<file path="src/hdl/axi_pkg.sv">
`default_nettype none

package axi_pkg;

    // ------------------------------------------------------------------
    // AXI field types
    // ------------------------------------------------------------------

    // Transaction ID
    typedef logic [3:0]  id_t;

    // Byte address
    typedef logic [31:0] addr_t;

    // Beats minus one
    typedef logic [7:0]  len_t;

    // log2 of bytes per beat
    typedef logic [2:0]  size_t;

    typedef logic [1:0]  burst_t;
    typedef logic [1:0]  resp_t;

    // R channel data
    typedef logic [63:0] data_t;

    // ------------------------------------------------------------------
    // Burst and response codes
    // ------------------------------------------------------------------

    localparam burst_t BURST_FIXED = 2'd0;
    localparam burst_t BURST_INCR  = 2'd1;
    localparam burst_t BURST_WRAP  = 2'd2;

    localparam resp_t  RESP_OKAY   = 2'd0;
    localparam resp_t  RESP_SLVERR = 2'd2;

endpackage

`default_nettype wire

</file>
<file path="src/hdl/r_return_mux.sv">
`timescale 1ns/10ps
`default_nettype none

module r_return_mux #(
    parameter int N = 16
) (
    input  logic [((N > 1) ? $clog2(N) : 1)-1:0] ptr,
    input  logic [N-1:0]                         beat_rdy,
    input  logic [N-1:0]                         last,
    input  axi_pkg::id_t                         id   [N],
    input  axi_pkg::data_t                       data [N],
    input  axi_pkg::resp_t                       resp [N],
    output logic                                 rvalid,
    output axi_pkg::id_t                         rid,
    output axi_pkg::data_t                       rdata,
    output axi_pkg::resp_t                       rresp,
    output logic                                 rlast
);

    // Fields of the slot under the return pointer
    assign rvalid = beat_rdy[ptr];
    assign rid    = id[ptr];
    assign rdata  = data[ptr];
    assign rresp  = resp[ptr];

    // Never raise rlast on an idle bus
    assign rlast  = last[ptr] & rvalid;

endmodule

`default_nettype wire

</file>
<file path="config.mk">
export PLATFORM = sky130hd
export DESIGN_NAME = r_return_mux
export DESIGN_NICKNAME = d
export VERILOG_FILES = /design/src/hdl/axi_pkg.sv /design/src/hdl/r_return_mux.sv
export SDC_FILE = /design/constraint.sdc
export NUM_CORES = 1
export LEC_CHECK = 0
export BUFFER_PORTS_ARGS = -buffer_cell sky130_fd_sc_hd__buf_4
export CAP_MARGIN = 20
export CORE_AREA = 2 2 475 477
export DETAILED_ROUTE_END_ITERATION = 8
export DIE_AREA = 0 0 477 479
export PLACE_DENSITY_LB_ADDON = 0.3
export SLEW_MARGIN = 20
export SYNTH_ARGS = -nofsm -noshare
export SYNTH_HDL_FRONTEND = slang
export SYNTH_SLANG_ARGS = --single-unit
export TNS_END_PERCENT = 1
</file>
<file path="constraint.sdc">
create_clock -name vclk -period 1.7
set_input_delay 0.085 -clock vclk [all_inputs]
set_output_delay 0.085 -clock vclk [all_outputs]
set_load 0.03 [all_outputs]
</file>
==> Yosys cells after proc, flatten, opt, wreduce, memory -nomap -nowiden <==
Cells that the tools add are included.
{ "totals": {"output_inout_bits": 72, "regBits": 0, "wordCells": 17} }
{ "classes": {"bitwise_logic": 2, "mux": 13, "n_lt_le_gt_ge": 2} }
{ "op_table": {"columns": ["op", "n"], "rows": [
  ["$bmux 64 s4", 1],
  ["$mux 64", 2],
  ["$bmux 4 s4", 1],
  ["$bmux 1 s4", 2],
  ["$bmux 2 s4", 1],
  ["$mux 4", 2],
  ["$ge 5x5->1 const B", 1],
  ["$lt 4x5->1 const B", 1],
  ["$not 4->5", 1],
  ["$mux 2", 2],
  ["$mux 1", 2],
  ["$and 1x1->1", 1]
]} }

==> Depth between registers and ports, before layout <==
{ "logic_depth": {"ltp_word": 4, "ltp_mapped": 7} }

==> Worst setup path after synthesis <==
No wires, ideal clock.
{ "synth_path": {"path_type": "input to output", "from": "input ptr[1] in the netlist's numbering", "to": "output rlast", "path_stages": 7, "path_slack_ns": -0.240, "path_buffers": 3, "arrival_ns": 1.855, "required_time_ns": 1.615, "cell_sequence": "clkbuf_1 -> buf_2 -> buf_1 -> nor2b_1 -> a22oi_1 -> nand3_1 -> a21boi_1"} }
{ "synth_via": {"elab_chain_cells": 3} }
{ "synth_rtl": {"columns": ["item", "line", "source"], "rows": [
  ["start, declared", "r_return_mux.sv:7", "input logic [((N > 1) ? $clog2(N) : 1)-1:0] ptr,"],
  ["$bmux 1 s4", "r_return_mux.sv:21", "assign rvalid = beat_rdy[ptr];"],
  ["$mux 1 (not written as such)", "r_return_mux.sv:21", null],
  ["named net rvalid", "r_return_mux.sv:13", "output logic rvalid,"],
  ["$and 1x1->1", "r_return_mux.sv:27", "assign rlast = last[ptr] & rvalid;"],
  ["end, declared", "r_return_mux.sv:17", "output logic rlast"]
]} }
The timed path passes the listed nets, and every way through them passes these cells. The select of a mux whose other input is x is not followed.

==> Worst setup path after layout <==
{ "layout_path": {"from": "input ptr[0] in the netlist's numbering", "to": "output rid[3]"} }
{ "layout_via": {"elab_chain_cells": 4} }
{ "layout_rtl": {"columns": ["item", "line", "source"], "rows": [
  ["$not 4->5 (not written as such)", "r_return_mux.sv:22", "assign rid = id[ptr];"],
  ["$bmux 4 s4", "r_return_mux.sv:22", null],
  ["$mux 4 (not written as such) (2 in a row)", "r_return_mux.sv:22", null],
  ["end, declared", "r_return_mux.sv:14", "output axi_pkg::id_t rid,"]
]} }
No other way between the ends. The select of a mux whose other input is x is not followed.

==> metrics.txt <==
outcome=finished with violations; routed wire length per instance=between 30 and 40 um; crit-path max FO=12; top cells by area, synth=mux4_2 (93%), buf_6 (3.3%), clkbuf_1 (1.5%); Area Overhead vs Synth=166%; failing checks=setup timing; crit end category=output pin; largest net degree at the start of global routing=28; largest delay contributor family on the critical path=multiplexers; Placement Rows=174; Placer Congestion=0.996; Die Height=479 um; post-route ant nets=0; vias per cell=2.80; power per cell area=323 nW/um2; Layout Cells excl Fill=roughly 4800; Post-DP HPWL=around 160000 um; post-route minimum period=about 2.2 ns; Leakage Power=approximately 9 nW; first drt pass iteration count=5; placed inst area=22200 um2; pre-CTS setup slack=-0.697 ns; Post-synth top cells=mux4_2 (358), clkbuf_1 (34), buf_6 (25); fillcell total=approximately 26000; Synth Area per Inst=approximately 19 um2; Max Slew Vio Count=0; Multi-input gate area=between 8000 and 9000 um2; Peak Freq=453 MHz; normalized max-slew margin=approximately three quarters; crit path buf inv count=4; Crit Path Class=in2out; endpoints failing hold=0; CP cell instances=buf_16 > buf_12 > buf_8 > mux4_2 > mux4_2 > buf_4; Critical Path AT=2.12 ns; Net Count, Synth=1606; crit share post-route=130%; endpoints failing setup=72; via count=13300; hold buffer count at cts=0; Seq. cell area=0 um2; Top Ports=roughly 1200; Maximum Capacitance Violations=0; total gr overflow=0; first-pass GRT wire length=203000 um; Worst-Margin Slew=approximately 0.38 ns; initial antenna violation count=248; Seq cells=0; post-route DRC violation count=0; synthesized cell area=around 8600 um2; cell area after layout=around 23000 um2; peak supply drop=between 0.1 and 0.15 mV; Synth top area share=~93%; nets@finish=about 2900; Worst Slack Setup Final=-0.508 ns; Post-Route WL=about 170000 um; Worst Path Required=between 1.5 and 2 ns; min-delay worst type=in2out; Synth area leader=mux4_2; Synth cell types=13; RSZ-0062 raised after global routing=yes; Starting Density=under 10%; vias in the first global route=around 14000; Total GRT Usage=between 10 and 15%; yosys synthesis warning count=0; layout cell share with drive strength beyond 1=99.7%; Die Area=228000 um2; Slowest cell on crit path=mux4_2; 1st-iter DRT viols=750; CP startpoint=ptr[0]; most used cell, CP=mux4_2; Clock Buffer Count=0; Setup crit start kind=primary input; most common cell in the netlist=mux4_2; Placed Cells=4685; Cells after Synth=450; hold wc startpoint=ptr[2]; core footprint=roughly 220000 um2; Die Wd=477 um; Total Power=7.41 mW; sequential element share of the synthesized area=0%; CP peak stage delay=~0.71 ns; IO Port Bufs=between 1000 and 1500
logic make-up after synthesis:
| logic type | count (synthesis) | share of synthesized area [%] |
|---|---|---|
| buffers and inverters | 81 | 5.92 |
| and+or+nand+nor | 7 | 0.420 |
| AOI/OAI and AO/OA | 4 | 0.319 |
| muxes | 358 | 93.3 |
repair_timing:
| item | in CTS | in global routing |
|---|---|---|
| gates resized for setup | 60 | 36 |
| pin swaps | 1 | 0 |
| gates cloned | 1 | 2 |
| buffers inserted | 12 | 7 |
| setup endpoints to repair | 72 | 72 |
placed cells by master, fill, tap and decap left out:
master,netlist,routed
buf_8,0,9
nor2_1,1,1
clkbuf_16,0,2
buf_12,0,28
a21oi_2,0,1
nor2b_1,2,2
nand3_4,0,1
and3_1,1,1
clkbuf_8,0,1
mux4_2,358,358
buf_6,25,51
buf_4,0,1247
a22oi_2,0,1
nand2_1,1,1
a21boi_2,0,1
bufbuf_16,0,1
diode_2,0,55
nand3_2,0,1
a22oi_1,2,1
buf_16,0,7
per-stage QoR:
step | utilization [%] | hold WS [ns] | TNS, ns
detailed placement | 9.92 | 0.809 | -36.11
CTS | 10.1 | 0.784 | -31.51
finish | 10.3 | 0.786 | -28.03
global route | 10.2 | 0.796 | -31.79
floorplan | - | 0.483 | 0
global placement | 9.92 | 0.805 | -35.69
path summary, 6_finish.rpt:
check / to / slack (ns) / depth (start not counted)
max: rid[3] / -0.51 / 6
min: rdata[3] / 0.79 / 3
power by group:
group	switching (mW)	internal, mW
registers	0	0
clock network	0	0.00000458
logic	3.48	3.93
final cells by class:
class | count | share of cell area (%)
multi-input cells | 369 | 35.5
repair buffers | 1346 | 47.6
well taps | 2992 | 16.3
diodes | 55 | 0.599
layer usage:
| metal | part of all wire, % | GRT usage, % | wire (um) |
|---|---|---|---|
| met5 | 0.73 | 0 | 1270 |
| met4 | 1.7 | 1.32 | 3040 |
| met3 | 16 | 9.76 | 27900 |
| met2 | 47 | 24.4 | 81600 |
| met1 | 34 | 15.3 | 59900 |
(Power assumes the default switching activity.)
