## config.mk

```make
export PLATFORM = sky130hd
export DESIGN_NAME = rr_arbiter
export DESIGN_NICKNAME = d
export VERILOG_FILES = /design/src/hdl/rr_arbiter.sv
export SDC_FILE = /design/constraint.sdc
export NUM_CORES = 1
export LEC_CHECK = 0
export BUFFER_PORTS_ARGS = -buffer_cell sky130_fd_sc_hd__buf_2
export CORE_MARGIN = 10
export CORE_UTILIZATION = 45
export CTS_CLUSTER_DIAMETER = 50
export DETAILED_ROUTE_END_ITERATION = 10
export GPL_ROUTABILITY_DRIVEN = 0
export GPL_TIMING_DRIVEN = 0
export SLEW_MARGIN = 15
export SYNTH_ARGS = -nofsm -noshare
export SYNTH_HDL_FRONTEND = slang
export SYNTH_SLANG_ARGS = --single-unit
```

## constraint.sdc

```tcl
create_clock -name clk -period 4.75 [get_ports clk]
set_clock_uncertainty 0.2 [all_clocks]
set_input_delay 0.95 -clock clk [delete_from_list [all_inputs] [get_ports clk]]
set_output_delay 0.95 -clock clk [all_outputs]
set_load 0.01 [all_outputs]
```

## src/hdl/rr_arbiter.sv

```systemverilog
`timescale 1ns/10ps
`default_nettype none

module rr_arbiter #(
    parameter int N = 16
) (
    input  logic                                clk,
    input  logic                                rst_n,
    input  logic [N-1:0]                        req,
    input  logic                                advance,
    output logic [((N > 1) ? $clog2(N) : 1)-1:0] ptr
);

    localparam int PTR_W = (N > 1) ? $clog2(N) : 1;

    logic [PTR_W-1:0] nxt;

    // First requester above ptr, wrapping back to ptr itself last
    always_comb begin
        logic             found;
        logic [PTR_W-1:0] cand;
        nxt   = ptr;
        found = 1'b0;
        for (int unsigned k = 1; k <= N; k++) begin
            cand = ptr + PTR_W'(k);
            if (!found && req[cand]) begin
                nxt   = cand;
                found = 1'b1;
            end
        end
    end

    // Move on a grant, or step off an index that has nothing to offer
    always_ff @(posedge clk or negedge rst_n) begin
        if (!rst_n) begin
            ptr <= '0;
        end else if (|req && (advance || !req[ptr])) begin
            ptr <= nxt;
        end
    end

endmodule

`default_nettype wire

```

Yosys cells after proc, flatten, opt, wreduce, memory -nomap -nowiden
Cells that the tools add are included.
{"block": "totals", "ff_bits": 4, "latch_bits": 0, "ramBits": 0, "romBits": 0, "elab_cells": 131, "mem_count": 0}
{"block": "classes", "add_sub_neg": 15, "mul": 0, "div": 0, "n_lt_le_gt_ge": 16, "eq_ne": 0, "shifts": 0, "mux": 62, "bitwise": 1, "reduce_logical": 36}
{"op": "4-bit by 5-bit less-than comparator with 1-bit output (second input constant)", "count": 16}
{"op": "1-bit binary-select mux with 4-bit select", "count": 16}
{"op": "4-bit 2-to-1 mux", "count": 15}
{"op": "4-bit adder (second input constant)", "count": 8}
{"op": "1-bit 2-to-1 mux", "count": 31}
{"op": "4-bit by 3-bit adder with 4-bit output (second input constant)", "count": 4}
{"op": "1-bit logical AND", "count": 16}
{"op": "1-bit zero test", "count": 16}
{"op": "16-bit OR reduction", "count": 1}
{"op": "15-bit nonzero test", "count": 1}
{"op": "4-bit by 2-bit adder with 4-bit output (second input constant)", "count": 2}
{"op": "4-bit by 1-bit adder with 4-bit output (second input constant)", "count": 1}
{"op": "3-bit AND reduction", "count": 1}
{"op": "1-bit logical OR", "count": 1}
{"op": "1-bit NOT", "count": 1}

Longest topological paths before layout
{"block": "depth", "word_depth": 50, "mapped_depth": 15, "mapped_depth_nobuf": 11}

Worst setup path after synthesis
No wires, ideal clock.
{"block": "synth_timing", "path_kind": "reg2reg", "from": "register ptr[1] (netlist bit)", "to": "register ptr[1] (netlist bit)", "arrival_ps": 3876, "t_required_ps": 4473, "path_slack_ps": 597, "path_stages_with_launch": 15, "n_path_buf": 4, "period_less_slack_ps": 4153, "path_cell_list": "dfrtp_1 buf_4 buf_2 inv_1 ha_1 buf_2 mux4_1 mux4_2 a2111o_1 nor3_2 buf_6 nand3_1 nand4_1 mux2_2 a21oi_1"}
{"block": "synth_between", "elab_chain_len": 50, "elab_cells_between_ends": 113, "classes_between": "add/sub (15); mux (62); bitwise (1); reduce/logical (35)"}
{"element": "start: declaration", "line": "11", "rtl": "output logic [((N > 1) ? $clog2(N) : 1)-1:0] ptr"}
{"element": "start signal: assignment", "line": "38", "rtl": "ptr <= nxt;"}
{"element": "4-bit by 1-bit adder with 4-bit output", "line": "25", "rtl": "cand = ptr + PTR_W'(k);"}
{"element": "1-bit binary-select mux with 4-bit select", "line": "26", "rtl": "if (!found && req[cand]) begin"}
{"element": "1-bit 2-to-1 mux (not written as such)", "line": "26"}
{"element": "1-bit 2-to-1 mux", "line": "26"}
{"element": "1-bit zero test", "line": "26"}
{"element": "1-bit logical AND", "line": "26"}
{"element": "1-bit 2-to-1 mux", "line": "26"}
{"element": "1-bit zero test", "line": "26"}
{"element": "(+34 left out)"}
{"element": "1-bit 2-to-1 mux", "line": "26"}
{"element": "1-bit zero test", "line": "26"}
{"element": "1-bit logical AND", "line": "26"}
{"element": "1-bit 2-to-1 mux", "line": "26"}
{"element": "1-bit zero test", "line": "26"}
{"element": "1-bit logical AND", "line": "26"}
{"element": "1-bit NOT (no line)"}
{"element": "3-bit AND reduction (no line)"}
Several ways; a longest one is shown, not always the timed one. The select of a mux whose other input is x is not followed.
A chain may end at the register's enable or synchronous reset.

Worst setup path after layout
{"block": "layout_timing", "from": "register ptr[2] (netlist bit)", "to": "register ptr[1] (netlist bit)"}
Same word-level chain as after synthesis.

==> reports/results.tsv <==
stage	metric	value	unit
outcome	status	complete, no violations	
die	Core ar.	5200	sq um
clocking	TritonCTS clock tree	done	
route	TritonRoute pass-1 iters	5	
timing	Final period util	0.935	
clocking	H-tree depth	1	
timing	slew at the pin closest to its max-slew limit	0.885	ns
placement	IO buf count	22	
die	width of the die	94.1	um
layout	Final Non-Filler Cells	376	
setup_path	Crit Path Category	flop to flop	
route	vias	2560	
timing	fmax	225	MHz
global_route	grt met2 use	0.297	
timing	crit path time final	4.44	ns
setup_path	largest fanout on the critical path	10	
clocking	clock root buffer	clkbuf_8	
route	residual DRC count	0	
global_route	Most Crowded Layer GR	met2	
timing	final hold violation count	0	
logic_synthesis	Async S/R FF share, synth	1.00	
logic_synthesis	biggest area consumer among synthesized cells	mux4_1	
layout	most frequent cells in the layout	mux2i_1, nand2_1, buf_2	
logic_synthesis	Mapped Area	2470	sq um
global_route	GRT Total Usage	0.186	
clocking	Num CTS Buffers	3	
route	drt first-iter violations	328	
logic_synthesis	synth unique cells	66	
layout	max reg flops	4	
route	final WL	8.30	mm
clocking	clk sinks	4	
logic_synthesis	post-synthesis sequential area ratio	0.0405	
logic_synthesis	Synth warnings	0	
layout	Diodes inserted	0	
die	die area	8850	sq um
layout	Reg with most FFs	ptr	
setup_path	CP Capture Type	flop	
logic_synthesis	Avg Cell Area, Syn	8.82	sq um
die	IO Pins	23	
timing	relative slew slack	0.406	
layout	Final nets	335	
timing	Final Max Slew Viols	0	
clocking	Clock Path Buffers	2	
layout	commonest non-fill, non-tap cell in the layout	mux2i_1	
setup_path	worst endpoint required time	4.68	ns
job	max_cap viols	0	
layout	Filler cells	535	
global_route	largest net degree at the start of global routing	20	
logic_synthesis	synth top area cells	mux4_1, mux2i_1, mux4_2, nand2_1, dfrtp_1	
die	die height	94.1	um
global_route	antenna violations before repair	0	
worst_hold_path	HP Class	primary input to async pin	
layout	area delta synth->final	11.2	%
setup_path	Reg2Reg Depth	13	
logic_synthesis	Syn Inst Count	280	
route	ANT nets after route	0	
global_route	GRT overflow	0	
placement	Detailed Place HPWL	6.49	mm
placement	placed cell count	372	
die	Initial Util	0.474	
global_route	grt met1 use	0.256	
global_route	GR Layer Usage met3	0.0240	
layout	Largest regs	ptr x4	
clocking	worst-skew pair later-pin latency	0.22	ns
route	Avg WL per Cell	22.1	um
setup_path	CP arrival	4.37	ns
clocking	Reg clk slew, reported paths	0.03	ns
logic_synthesis	ys flop type	dfrtp_1	
global_route	first-pass GRT wire length	13.3	mm
layout	share of post-route cells with drive strength above 1	0.265	
logic_synthesis	Post-synth EDFFs	0	
global_route	vias in the first global route	2504	
logic_synthesis	Synth Register Bits	4	
timing	setup violators final	0	
route	Via density	6.81	
setup_path	startpoint types	flop	
logic_synthesis	Yosys top cell area share	0.128	
logic_synthesis	Mapped Nets	307	
die	Cell Rows	26	
clocking	CTS Hold Bufs	0	
timing	RSZ-0062 raised after global routing	false	
critical path, cell delays in order, from the launching register on:
cell      delay [ns]
dfrtp_1         0.49
buf_6           0.21
inv_1           0.29
ha_1            0.22
a21oi_1         0.08
xnor2_1         0.54
mux4_2          0.64
a2111o_1        0.43
nor3_2          0.25
buf_6           0.19
nand3_1         0.11
nand4_1         0.22
mux2_2          0.35
a21oi_1         0.13
cell type report:
class,instances,area (sq um),share of cell area
sequential,4,101,0.0369
clock buffer,3,41.3,0.0150
inverter,9,37.5,0.0137
tap,70,87.6,0.0319
buffer,13,123,0.0447
timing repair buffer,24,125,0.0456
multi-input combinational,253,2230,0.812
metrics by stage:
step / TNS [ns] / hold WS [ns] / utilization / area, sq um / worst slack (ns)
after floorplan: 0 / 0.454 / - / 2470 / 0.597
after global placement: -0.281 / 0.555 / 0.512 / 2670 / -0.192
after detailed placement: -0.181 / 0.558 / 0.512 / 2670 / -0.150
after CTS: 0 / 0.326 / 0.520 / 2710 / 0.0609
after global routing: 0 / 0.326 / 0.527 / 2740 / 0.0691
final: 0 / 0.330 / 0.527 / 2740 / 0.310
cells by family after synthesis:
kind of cell	Yosys count	share of synthesized area
DFF	4	0.0405
buffers and inverters	23	0.0613
and+or+nand+nor	104	0.234
xor gates and xnor gates	11	0.0390
adders and majority gates	8	0.0405
AOI/OAI and AO/OA	69	0.199
muxes	61	0.386
cell usage after synthesis, types with 3 or more instances:
master	instances
a211oi_1	4
buf_6	4
a21oi_1	13
and3_1	5
xnor2_1	6
o21ai_0	10
nand4_1	7
nand2_1	30
ha_1	8
buf_2	5
mux2i_1	31
xor2_1	5
nand3_1	8
nor4b_1	3
nor2b_1	4
mux4_1	12
mux2_2	7
dfrtp_1	4
inv_1	7
nor2_1	19
o32ai_1	3
a31oi_1	8
mux4_2	11
and2_1	3
o31ai_1	5
nor4_1	6
routing by layer:
| layer | up-vias | share of wire |
|---|---|---|
| met3 | 12 | 0.067 |
| met2 | 119 | 0.47 |
| met4 | 0 | 0.019 |
| li1 | 1184 | - |
| met5 | - | 0 |
| met1 | 1245 | 0.44 |
worst paths after layout:
| path | end | from | slack, ns |
|---|---|---|---|
| hold / removal | ptr[2]$_DFFE_PN0P_ | rst_n | 0.33 |
| setup / recovery | ptr[1]$_DFFE_PN0P_ | ptr[2]$_DFFE_PN0P_ | 0.31 |
| hold reg to reg | ptr[0]$_DFFE_PN0P_ | ptr[0]$_DFFE_PN0P_ | 0.88 |
| min in group clk | ptr[0]$_DFFE_PN0P_ | ptr[0]$_DFFE_PN0P_ | 0.88 |
| max in group asynchronous | ptr[1]$_DFFE_PN0P_ | rst_n | 3.89 |
| setup reg to reg | ptr[1]$_DFFE_PN0P_ | ptr[2]$_DFFE_PN0P_ | 0.31 |
repair_timing:
action,4_1_cts,5_1_grt
setup endpoints to repair,4,4
buffers inserted,0,2
pin swaps,0,1
resized for setup,1,9
Power is not shown: default switching activity piles up to over one toggle a cycle in this logic, so the estimate is an artifact.
