$ cat config.mk
export PLATFORM = sky130hd
export DESIGN_NAME = ost_slot
export DESIGN_NICKNAME = d
export VERILOG_FILES = /design/src/hdl/axi_pkg.sv /design/src/hdl/rd_slave_pkg.sv /design/src/hdl/burst_addr_gen.sv /design/src/hdl/ost_slot.sv
export SDC_FILE = /design/constraint.sdc
export NUM_CORES = 1
export LEC_CHECK = 0
export BUFFER_PORTS_ARGS = -buffer_cell sky130_fd_sc_hd__buf_4
export CAP_MARGIN = 20
export CORE_MARGIN = 2
export CORE_UTILIZATION = 30
export CTS_CLUSTER_DIAMETER = 150
export DETAILED_ROUTE_END_ITERATION = 16
export PLACE_DENSITY_LB_ADDON = 0.08
export SLEW_MARGIN = 20
export SYNTH_ARGS = -nofsm -noshare
export SYNTH_HDL_FRONTEND = slang
export SYNTH_SLANG_ARGS = --single-unit
export TNS_END_PERCENT = 10
$ cat constraint.sdc
create_clock -name clk -period 13.2 [get_ports clk]
set_input_delay 2.64 -clock clk [delete_from_list [all_inputs] [get_ports clk]]
set_output_delay 2.64 -clock clk [all_outputs]
set_load 0.1 [all_outputs]
$ cat src/hdl/axi_pkg.sv
`default_nettype none

package axi_pkg;

    // ------------------------------------------------------------------
    // AXI field types
    // ------------------------------------------------------------------

    // Transaction ID
    typedef logic [3:0]  id_t;

    // Byte address
    typedef logic [31:0] addr_t;

    // Beats minus one
    typedef logic [7:0]  len_t;

    // log2 of bytes per beat
    typedef logic [2:0]  size_t;

    typedef logic [1:0]  burst_t;
    typedef logic [1:0]  resp_t;

    // R channel data
    typedef logic [63:0] data_t;

    // ------------------------------------------------------------------
    // Burst and response codes
    // ------------------------------------------------------------------

    localparam burst_t BURST_FIXED = 2'd0;
    localparam burst_t BURST_INCR  = 2'd1;
    localparam burst_t BURST_WRAP  = 2'd2;

    localparam resp_t  RESP_OKAY   = 2'd0;
    localparam resp_t  RESP_SLVERR = 2'd2;

endpackage

`default_nettype wire

$ cat src/hdl/rd_slave_pkg.sv
`default_nettype none

package rd_slave_pkg;

    // Longest burst a slot can buffer
    localparam int MAX_BURST_LEN = 8;

    // Beat position inside one burst
    typedef logic [2:0] beat_idx_t;

    // Fetch delay model where a beat takes FETCH_BASE_DLY minus ID cycles
    typedef logic [4:0] fetch_cnt_t;
    localparam fetch_cnt_t FETCH_BASE_DLY = 5'd24;

    // ID whose last beat answers with SLVERR
    localparam axi_pkg::id_t ERR_ID = 4'd15;

    // Slot occupancy
    typedef enum logic {
        SLOT_FREE,
        SLOT_ACTIVE
    } slot_state_t;

endpackage

`default_nettype wire

$ cat src/hdl/burst_addr_gen.sv
`timescale 1ns/10ps
`default_nettype none

module burst_addr_gen (
    input  axi_pkg::addr_t  start_addr,
    input  axi_pkg::addr_t  cur_addr,
    input  axi_pkg::len_t   len,
    input  axi_pkg::size_t  size,
    input  axi_pkg::burst_t burst,
    output axi_pkg::addr_t  next_addr
);

    axi_pkg::addr_t num_bytes;
    axi_pkg::addr_t aligned_addr;
    axi_pkg::addr_t wrap_window;
    axi_pkg::addr_t wrap_lo;
    axi_pkg::addr_t wrap_hi;
    axi_pkg::addr_t incr_addr;

    assign num_bytes    = axi_pkg::addr_t'(1) << size;
    assign aligned_addr = cur_addr & ~(num_bytes - 1'b1);

    // Window is beats times bytes, a power of two for legal WRAP lengths
    assign wrap_window  = num_bytes * (axi_pkg::addr_t'(len) + 1'b1);
    assign wrap_lo      = start_addr & ~(wrap_window - 1'b1);
    assign wrap_hi      = wrap_lo + wrap_window;

    // Only the first beat of an INCR burst may be unaligned
    assign incr_addr    = aligned_addr + num_bytes;

    always_comb begin
        case (burst)
            axi_pkg::BURST_FIXED: next_addr = start_addr;
            axi_pkg::BURST_INCR:  next_addr = incr_addr;
            axi_pkg::BURST_WRAP: begin
                if (incr_addr >= wrap_hi) begin
                    next_addr = wrap_lo;
                end else begin
                    next_addr = incr_addr;
                end
            end
            default: next_addr = cur_addr;
        endcase
    end

endmodule

`default_nettype wire

$ cat src/hdl/ost_slot.sv
`timescale 1ns/10ps
`default_nettype none

module ost_slot (
    input  logic            clk,
    input  logic            rst_n,
    input  logic            load,
    input  axi_pkg::id_t    ar_id,
    input  axi_pkg::addr_t  ar_addr,
    input  axi_pkg::len_t   ar_len,
    input  axi_pkg::size_t  ar_size,
    input  axi_pkg::burst_t ar_burst,
    input  logic            beat_taken,
    output logic            busy,
    output logic            beat_rdy,
    output axi_pkg::id_t    id,
    output axi_pkg::data_t  data,
    output axi_pkg::resp_t  resp,
    output logic            last
);

    localparam int PAD_W = $bits(axi_pkg::data_t) - $bits(axi_pkg::id_t)
                         - $bits(axi_pkg::addr_t);

    rd_slave_pkg::slot_state_t state;

    // Stored request
    axi_pkg::addr_t  start_addr;
    axi_pkg::len_t   len_q;
    axi_pkg::size_t  size_q;
    axi_pkg::burst_t burst_q;

    // Fetch side
    rd_slave_pkg::fetch_cnt_t fetch_tmr;
    rd_slave_pkg::fetch_cnt_t fetch_tgt;
    axi_pkg::addr_t           cur_addr;
    axi_pkg::addr_t           next_addr;
    rd_slave_pkg::beat_idx_t  fetch_cnt;
    logic                     fetch_done;
    logic                     fetch_fire;

    // Return side
    rd_slave_pkg::beat_idx_t  ret_cnt;
    rd_slave_pkg::beat_idx_t  last_idx;
    logic                     active;

    // Beat buffer
    axi_pkg::data_t buf_data [rd_slave_pkg::MAX_BURST_LEN];
    axi_pkg::resp_t buf_resp [rd_slave_pkg::MAX_BURST_LEN];

    assign active     = (state == rd_slave_pkg::SLOT_ACTIVE);
    assign last_idx   = rd_slave_pkg::beat_idx_t'(len_q);
    assign fetch_tgt  = rd_slave_pkg::FETCH_BASE_DLY - rd_slave_pkg::fetch_cnt_t'(id);
    assign fetch_fire = active && !fetch_done && (fetch_tmr == fetch_tgt);

    burst_addr_gen i_burst_addr_gen (
        .start_addr (start_addr),
        .cur_addr   (cur_addr),
        .len        (len_q),
        .size       (size_q),
        .burst      (burst_q),
        .next_addr  (next_addr)
    );

    // ------------------------------------------------------------------
    // Slot control
    // ------------------------------------------------------------------
    always_ff @(posedge clk or negedge rst_n) begin
        if (!rst_n) begin
            state      <= rd_slave_pkg::SLOT_FREE;
            fetch_tmr  <= '0;
            fetch_cnt  <= '0;
            ret_cnt    <= '0;
            fetch_done <= 1'b0;
        end else if (load) begin
            state      <= rd_slave_pkg::SLOT_ACTIVE;
            fetch_tmr  <= rd_slave_pkg::fetch_cnt_t'(1);
            fetch_cnt  <= '0;
            ret_cnt    <= '0;
            fetch_done <= 1'b0;
        end else if (active) begin
            // Timer restarts per beat until the whole burst is buffered
            if (fetch_fire) begin
                fetch_tmr <= rd_slave_pkg::fetch_cnt_t'(1);
                fetch_cnt <= fetch_cnt + 1'b1;
                if (fetch_cnt == last_idx) begin
                    fetch_done <= 1'b1;
                end
            end else if (!fetch_done) begin
                fetch_tmr <= fetch_tmr + 1'b1;
            end
            if (beat_taken) begin
                ret_cnt <= ret_cnt + 1'b1;
                if (last) begin
                    state <= rd_slave_pkg::SLOT_FREE;
                end
            end
        end
    end

    // ------------------------------------------------------------------
    // Request payload and beat buffer
    // ------------------------------------------------------------------
    always_ff @(posedge clk) begin
        if (load) begin
            id         <= ar_id;
            start_addr <= ar_addr;
            cur_addr   <= ar_addr;
            len_q      <= ar_len;
            size_q     <= ar_size;
            burst_q    <= ar_burst;
        end else if (fetch_fire) begin
            // Synthetic read data carries ID and beat address
            buf_data[fetch_cnt] <= {{PAD_W{1'b0}}, id, cur_addr};
            buf_resp[fetch_cnt] <= (id == rd_slave_pkg::ERR_ID && fetch_cnt == last_idx) ?
                                   axi_pkg::RESP_SLVERR : axi_pkg::RESP_OKAY;
            cur_addr            <= next_addr;
        end
    end

    // Oldest unreturned beat
    assign busy     = active;
    assign beat_rdy = active && (fetch_done || (fetch_cnt != ret_cnt));
    assign data     = buf_data[ret_cnt];
    assign resp     = buf_resp[ret_cnt];
    assign last     = (ret_cnt == last_idx);

endmodule

`default_nettype wire

---- Word level (Yosys, flattened, before mapping) ----
Memories as Yosys holds them, arrays and structs flattened.
Index checks and enable logic that the tools add are counted.
operators by class
  add/subtract/negate cells ............... 9
  multiply operators ...................... 1
  order comparisons ....................... 1
  equal/unequal tests ..................... 8
  shift operators ......................... 1
  muxes and demuxes ....................... 26
  bitwise operators ....................... 4
  reduce and logical (&&, ||, !) cells .... 17
operators by type and width
  kind                                                count
  2-to-1 mux 32 bit                                   3
  case mux 32 bit (3 select lines)                    1
  adder 32 bit                                        2
  bitwise AND 32 bit                                  2
  NOT 32 bit                                          2
  subtractor 32 x 1 -> 32 bit, second input constant  2
  >= comparator 32 bit                                1
  multiplier 32 x 32 -> 32 bit                        1
  left shift 1 x 3 -> 32 bit, first input constant    1
  2-to-1 mux 5 bit                                    4
  2-to-1 mux 3 bit                                    6
  2-to-1 mux 1 bit                                    11
  adder 8 x 1 -> 9 bit, second input constant         1
  AND reduction 2 bit                                 4
  nonzero test 2 bit                                  4
  adder 3 x 1 -> 3 bit, second input constant         2
  == test 3 bit                                       2
  adder 5 x 1 -> 5 bit, second input constant         1
  == test 5 bit                                       1
  subtractor 5 x 4 -> 5 bit, first input constant     1
  == test 4 bit, second input constant                1
  logical AND 1 bit                                   4
  nonzero test 4 bit                                  1
  != test 3 x 2 -> 1 bit, second input constant       1
  8 further kinds                                     8
word-level totals
  bits in registers ....................... 94
  RAM bits ................................ 304
  input port bits ......................... 53
  output and inout bits ................... 73
  word-level logic and storage cells ...... 80
  memories ................................ 2
memory list
  memory    words  width  read ports  clocked after memory_dff  wr ports  line            RTL
  buf_data  8      36     1           0                         1         ost_slot.sv:48  axi_pkg::data_t buf_data [rd_slave_pkg::MAX_BURST_LEN];
  buf_resp  8      2      1           0                         1         ost_slot.sv:49  axi_pkg::resp_t buf_resp [rd_slave_pkg::MAX_BURST_LEN];

---- Longest topological paths before layout ----
  depth after elaboration ................. 11
  gate-level depth with buffers ........... 46
  depth with buffers taken out ............ 41

---- By module ----
A second synthesis with hierarchy kept.
unflattened totals
  cell total of the unflattened synthesis .. 1,838
  area, all modules ....................... 23,352.4 um^2
by module, submodules not included
  module          times used  cells each  area an instance (um^2)  sequential area each (um^2)
  ost_slot        1           690         15,314.7                 11,646.2
  burst_addr_gen  1           1,148       8,037.7                  0.0

---- Worst setup path before layout ----
OpenSTA, ideal clock, no wires.
  path kind ............................... register -> register
  start ................................... register size_q[1]
  end ..................................... register cur_addr[1] (data pin)
  library setup time ...................... 271 ps
  data arrival time ....................... 9,195 ps
  required time ........................... 12,929 ps
  slack ................................... 3,735 ps
  stages on the path, launching flop included .. 40
  buffers on the path ..................... 7
  period minus slack after synthesis ...... 9,465 ps
  cells stage by stage .................... edfxtp_1 clkbuf_1 clkbuf_1 nand3_1 clkbuf_1 or2_2 fa_1 inv_1 fa_1 inv_1 fa_1 fa_1 inv_1 ha_1 o21ai_0 or2_1 buf_6 a221oi_2 [... 4 more ...] a21boi_2 o21bai_1 o311ai_1 o21a_4 nor2_4 nor3_1 mux2_1 ha_1 nand4_1 or2_2 o41ai_1 o21ai_0 a31o_2 clkbuf_1 and2_1 clkbuf_1 a221oi_1 a21oi_1
between the ends
  word-level cells in the longest chain between the ends .. 11
  elaborated cells between the ends (all ways) .. 15
  those cells by class .................... add/sub (4); mul (1); order compare (1); shift (1); mux (4); bitwise (4)
ends and longest elaborated chain
  element                             line                  RTL
  from (decl)                         ost_slot.sv:30        axi_pkg::size_t size_q;
  from (signal assigned)              ost_slot.sv:110       size_q <= ar_size;
  left shift 1 x 3 -> 32 bit *        burst_addr_gen.sv:20  assign num_bytes = axi_pkg::addr_t'(1) << size;
  multiplier 32 x 32 -> 32 bit        burst_addr_gen.sv:24  assign wrap_window = num_bytes * (axi_pkg::addr_t'(len) + 1'b1);
  subtractor 32 x 1 -> 32 bit         burst_addr_gen.sv:25  assign wrap_lo = start_addr & ~(wrap_window - 1'b1);
  NOT 32 bit                          burst_addr_gen.sv:25
  bitwise AND 32 bit                  burst_addr_gen.sv:25
  adder 32 bit                        burst_addr_gen.sv:26  assign wrap_hi = wrap_lo + wrap_window;
  >= comparator 32 bit                burst_addr_gen.sv:36  if (incr_addr >= wrap_hi) begin
  2-to-1 mux 32 bit                   burst_addr_gen.sv:36
  case mux 32 bit (3 select lines) *  burst_addr_gen.sv:32  case (burst)
  2-to-1 mux 32 bit *                 ost_slot.sv:112       end else if (fetch_fire) begin
  2-to-1 mux 32 bit *                 ost_slot.sv:105       if (load) begin
  to (signal assigned)                ost_slot.sv:108       cur_addr <= ar_addr;
  to (signal assigned)                ost_slot.sv:117       cur_addr <= next_addr;
  to (decl)                           ost_slot.sv:36        axi_pkg::addr_t cur_addr;
Every way passes the cells marked *; elsewhere a longest branch is shown, timed or not. The select of a mux whose other input is x is not followed.
A chain may end at the register's enable or synchronous reset.

---- Final worst setup path ----
  start ................................... register len_q[0]
  end ..................................... register cur_addr[10] (data pin)
between the ends
  word-level cells in the longest chain between the ends .. 11
ends and longest elaborated chain
  element                             line                  RTL
  from (decl)                         ost_slot.sv:29        axi_pkg::len_t len_q;
  from (signal assigned)              ost_slot.sv:109       len_q <= ar_len;
  adder 8 x 1 -> 9 bit *              burst_addr_gen.sv:24
  multiplier 32 x 32 -> 32 bit *      burst_addr_gen.sv:24
  subtractor 32 x 1 -> 32 bit         burst_addr_gen.sv:25
  NOT 32 bit                          burst_addr_gen.sv:25
  bitwise AND 32 bit                  burst_addr_gen.sv:25
  adder 32 bit                        burst_addr_gen.sv:26
  >= comparator 32 bit                burst_addr_gen.sv:36
  2-to-1 mux 32 bit *                 burst_addr_gen.sv:36
  case mux 32 bit (3 select lines) *  burst_addr_gen.sv:32
  2-to-1 mux 32 bit *                 ost_slot.sv:112
  2-to-1 mux 32 bit *                 ost_slot.sv:105
Marks and branches as above.

==> metrics.md <==
| Metric | Value |
|---|---|
| Status | complete, no violations |
| Synthesized cell area | 0.0220 mm^2 |
| Critical Path End Type | flop |
| Measured slew at the worst slew-check pin | 1.03 ns |
| Max Slew Vio Count | 0 |
| Synthesized netlist cell count | 1749 |
| Filler instances | 7213 |
| Net switching power | 1.15 mW |
| Total Neg Setup Slack | 0 ns |
| Worst min path class | reg -> reg |
| CTS resizes | 0 |
| Maximum number of pins on one net before global-route repair | 63 |
| Die span in x | 275 um |
| Worst Hold Launch | fetch_tmr[4] |
| Reported max-cap violation count | 0 |
| Total Routed Length | 61.4 mm |
| Avg WL per Cell | 21.7 um |
| Cell type with the highest aggregate area in the netlist | sky130_fd_sc_hd__edfxtp_1 |
| Total congestion overflow | 0 |
| Clock slew at the register clock pins of the worst setup and hold paths | 0.07 ns |
| # rows | 99 |
| Post-layout min period | 11.71 ns |
| First-pass GRT wire length | 93.0 mm |
| Detailed-router iteration count before antenna repair | 5 |
| Post CTS Setup Buffer Count | 0 |
| Latest clock arrival within the worst-skew pair | 0.59 ns |
| CP Launch Point | len_q[0] |
| Post-synth top area share | 0.514 |
| Syn Area/Cell | 12.6 um^2 |
| Via Count | 14200 |
| DRT antenna net count | 0 |
| Total power | 3.56 mW |
| Final cycle utilization of the critical path | 0.887 |
| Critical path fanouts, max | 20 |
| Placed wire-length estimate | 43.2 mm |
| Multi-input gate area in the final layout | 0.00968 mm^2 |
| Count of boundary I/O pins | 126 |
| # DRC | 0 |
| Violation count after the first detailed-routing iteration | 1006 |
| Comb power frac | 0.233 |
| Max Buffers Root-to-Sink | 3 |
| Post-synth EDFFs | 377 |
| Buffer cell driving the clock tree root | sky130_fd_sc_hd__clkbuf_16 |
| Power density normalized to cell area | 141 mW/mm^2 |
| H-Tree Level Count | 2 |
| Reg area | 0.0117 mm^2 |
| Antenna violations before repair | 1 |
| Total clock buffers created by CTS | 47 |
| Number of unique standard cell types used by synthesis | 96 |
| Total number of yosys warnings | 0 |
| Highest clock frequency the design can meet | 85.4 MHz |
| Critical R2R Launch | len_q[0] |
| RSZ-0062 raised after global routing | no |
| Global placer's final weighted congestion | 0.861 |
| Hold-fix buffer count after cts | 0 |
| CP arrival | 12.09 ns |
| Crit-path max cell delay | 0.82 ns |
| Fraction of synthesis flops using an asynchronous set or reset pin | 0.0333 |
| Synth-to-Final Area Change | 14.5% |
| Portion of total power attributed to sequential cells | 0.418 |
| Number of hold violations in the final report | 0 |
| TritonCTS clock tree | built |
| Clock power frac | 0.348 |
| Internal power | 2.41 mW |
| Worst slack at placement | 1.46 ns |
| Worst clock skew on the final layout | 0.0209 ns |
| Met3 Resource Use GR | 0.0208 |
| Global-route usage over all layers | 0.164 |
| Worst Slack Setup Final | 1.49 ns |
| Required time of the critical path | 13.58 ns |
| Layout Utilization | 0.346 |
| Vias per Instance | 5.00 |
| Overall die area | 0.0756 mm^2 |
| Sequential area share after synthesis | 0.529 |
| Net total in the final layout | 2024 |
| Worst-case vdd ir drop | 0.0000994 V |
| Number of global-route vias before repair | 14600 |
| Setup violators final | 0 |
| Core outline area | 0.0728 mm^2 |
| Number of I/O port buffers | 96 |
| Top-count cell post-synth | sky130_fd_sc_hd__edfxtp_1 |
| Number of sinks on the clock net | 390 |
| Leading cell types by count after synthesis | 377 x sky130_fd_sc_hd__edfxtp_1, 152 x sky130_fd_sc_hd__nor2_1, 137 x sky130_fd_sc_hd__nand2_1 |
| Post-synthesis sequential element count | 390 |
| Global-route track usage on met1 | 0.224 |
| Chip Height | 275 um |
| Leak Pwr | 9.17 nW |
| Initial standard-cell utilization of the core | 0.302 |
| Max_slew headroom | 0.314 |
| Worst Setup Start Kind | flop |
| Cell types occupying the most area after synthesis | sky130_fd_sc_hd__edfxtp_1 51%, sky130_fd_sc_hd__mux4_2 7.6%, sky130_fd_sc_hd__ha_1 5.0%, sky130_fd_sc_hd__fa_1 3.9%, sky130_fd_sc_hd__nor2_1 2.6% |
| Most congested layer reported by global routing | met2 |
| Cell with the largest stage delay on the worst path | sky130_fd_sc_hd__edfxtp_1 |
| Switching part of the total power | 0.323 |
| Critical path start-end classification | reg -> reg |
| Fraction of layout instances using a drive strength above 1 | 0.179 |
| Met2 track utilization from global routing | 0.276 |
| Primary FF master, synth | sky130_fd_sc_hd__edfxtp_1 |
[per-layer routing]
metal	vias to the layer above	wire length, um
met3	75	2250
met2	290	29500
met5	-	0
met4	0	1300
met1	7131	28300
li1	6674	-
[worst max-delay path, delay by kind of cell, from the launching register on]
| family | cells | cell delay (ns) |
|---|---|---|
| AOI/OAI and AO/OA | 18 | 4.44 |
| adders and majority gates | 7 | 2.90 |
| and+or+nand+nor | 8 | 2.41 |
| DFF | 1 | 0.82 |
| xor gates and xnor gates | 2 | 0.75 |
| buffers and inverters | 3 | 0.15 |
[power groups by stage]
stage / combinational (mW) / clock, mW / sequential [mW]
after floorplan: 0.656 / 0 / 1.47
after global placement: 0.838 / 0 / 1.52
after detailed placement: 0.835 / 0 / 1.52
after CTS: 0.840 / 1.28 / 1.49
after global routing: 0.910 / 1.33 / 1.50
final: 0.830 / 1.24 / 1.49
[cells by family (layout without fill, tap and decap cells)]
logic type | after synthesis | in the layout | synth area share
DFF | 390 | 390 | 0.529
AOI/OAI and AO/OA | 317 | 317 | 0.0967
xor gates and xnor gates | 103 | 103 | 0.0410
other | 1 | 30 | 0.000170
and+or+nand+nor | 493 | 493 | 0.107
muxes | 118 | 118 | 0.0980
buffers and inverters | 195 | 292 | 0.0392
adders and majority gates | 132 | 132 | 0.0896
[registers in the layout, indices dropped and copies added (netlist names)]
signal and flops:
buf_data 288, buf_resp 8, burst_q 2, busy 1
cur_addr 32, fetch_cnt 3, fetch_done 1, fetch_tmr 5
id 4, len_q 8, ret_cnt 3, size_q 3
start_addr 32
[area by class of cell]
| cell class | instances | area share |
|---|---|---|
| diodes | 1 | 0.0000993 |
| multi-input cells | 1192 | 0.384 |
| inverters | 99 | 0.0147 |
| clock buffers | 53 | 0.0476 |
| well taps | 959 | 0.0476 |
| repair buffers | 110 | 0.0328 |
| clock inverters | 30 | 0.0108 |
| flip-flops and latches | 390 | 0.462 |
[worst paths after layout]
check | end | slack, ns | depth (start not counted)
worst min register to register | fetch_tmr[4] | 0.52 | 1
worst min-delay path | fetch_tmr[4] | 0.52 | 1
worst max register to register | cur_addr[10] | 1.49 | 38
max in group asynchronous | ret_cnt[0] | 11.09 | 1
min in group asynchronous | busy | 1.91 | 1
worst max-delay path | cur_addr[10] | 1.49 | 38
[layout by cell type (no fill, tap or decap), types with 39 or more instances in the layout]
| cell | Yosys | routed |
|---|---|---|
| sky130_fd_sc_hd__edfxtp_1 | 377 | 377 |
| sky130_fd_sc_hd__nor2_1 | 152 | 146 |
| sky130_fd_sc_hd__nand2_1 | 137 | 137 |
| sky130_fd_sc_hd__buf_4 | 29 | 110 |
| sky130_fd_sc_hd__inv_1 | 97 | 97 |
| sky130_fd_sc_hd__ha_1 | 88 | 88 |
| sky130_fd_sc_hd__o21ai_0 | 80 | 80 |
| sky130_fd_sc_hd__mux4_2 | 74 | 74 |
| sky130_fd_sc_hd__xnor2_1 | 62 | 62 |
| sky130_fd_sc_hd__a21oi_1 | 60 | 60 |
| sky130_fd_sc_hd__clkbuf_16 | 0 | 47 |
| sky130_fd_sc_hd__nand3_1 | 46 | 46 |
| sky130_fd_sc_hd__fa_1 | 43 | 43 |
| sky130_fd_sc_hd__xor2_1 | 41 | 41 |
| sky130_fd_sc_hd__mux2_2 | 39 | 39 |
[per-stage QoR]
stage                     std cells  hold WS [ns]  instance area, um^2
final                          2834         0.515                25200
after global routing           2833         0.526                25200
after CTS                      2833         0.514                25200
after detailed placement       2750         0.501                23700
after global placement         2750         0.507                23700
after floorplan                1777         0.466                22100
No activity file was read; power rests on OpenSTA's default activity.
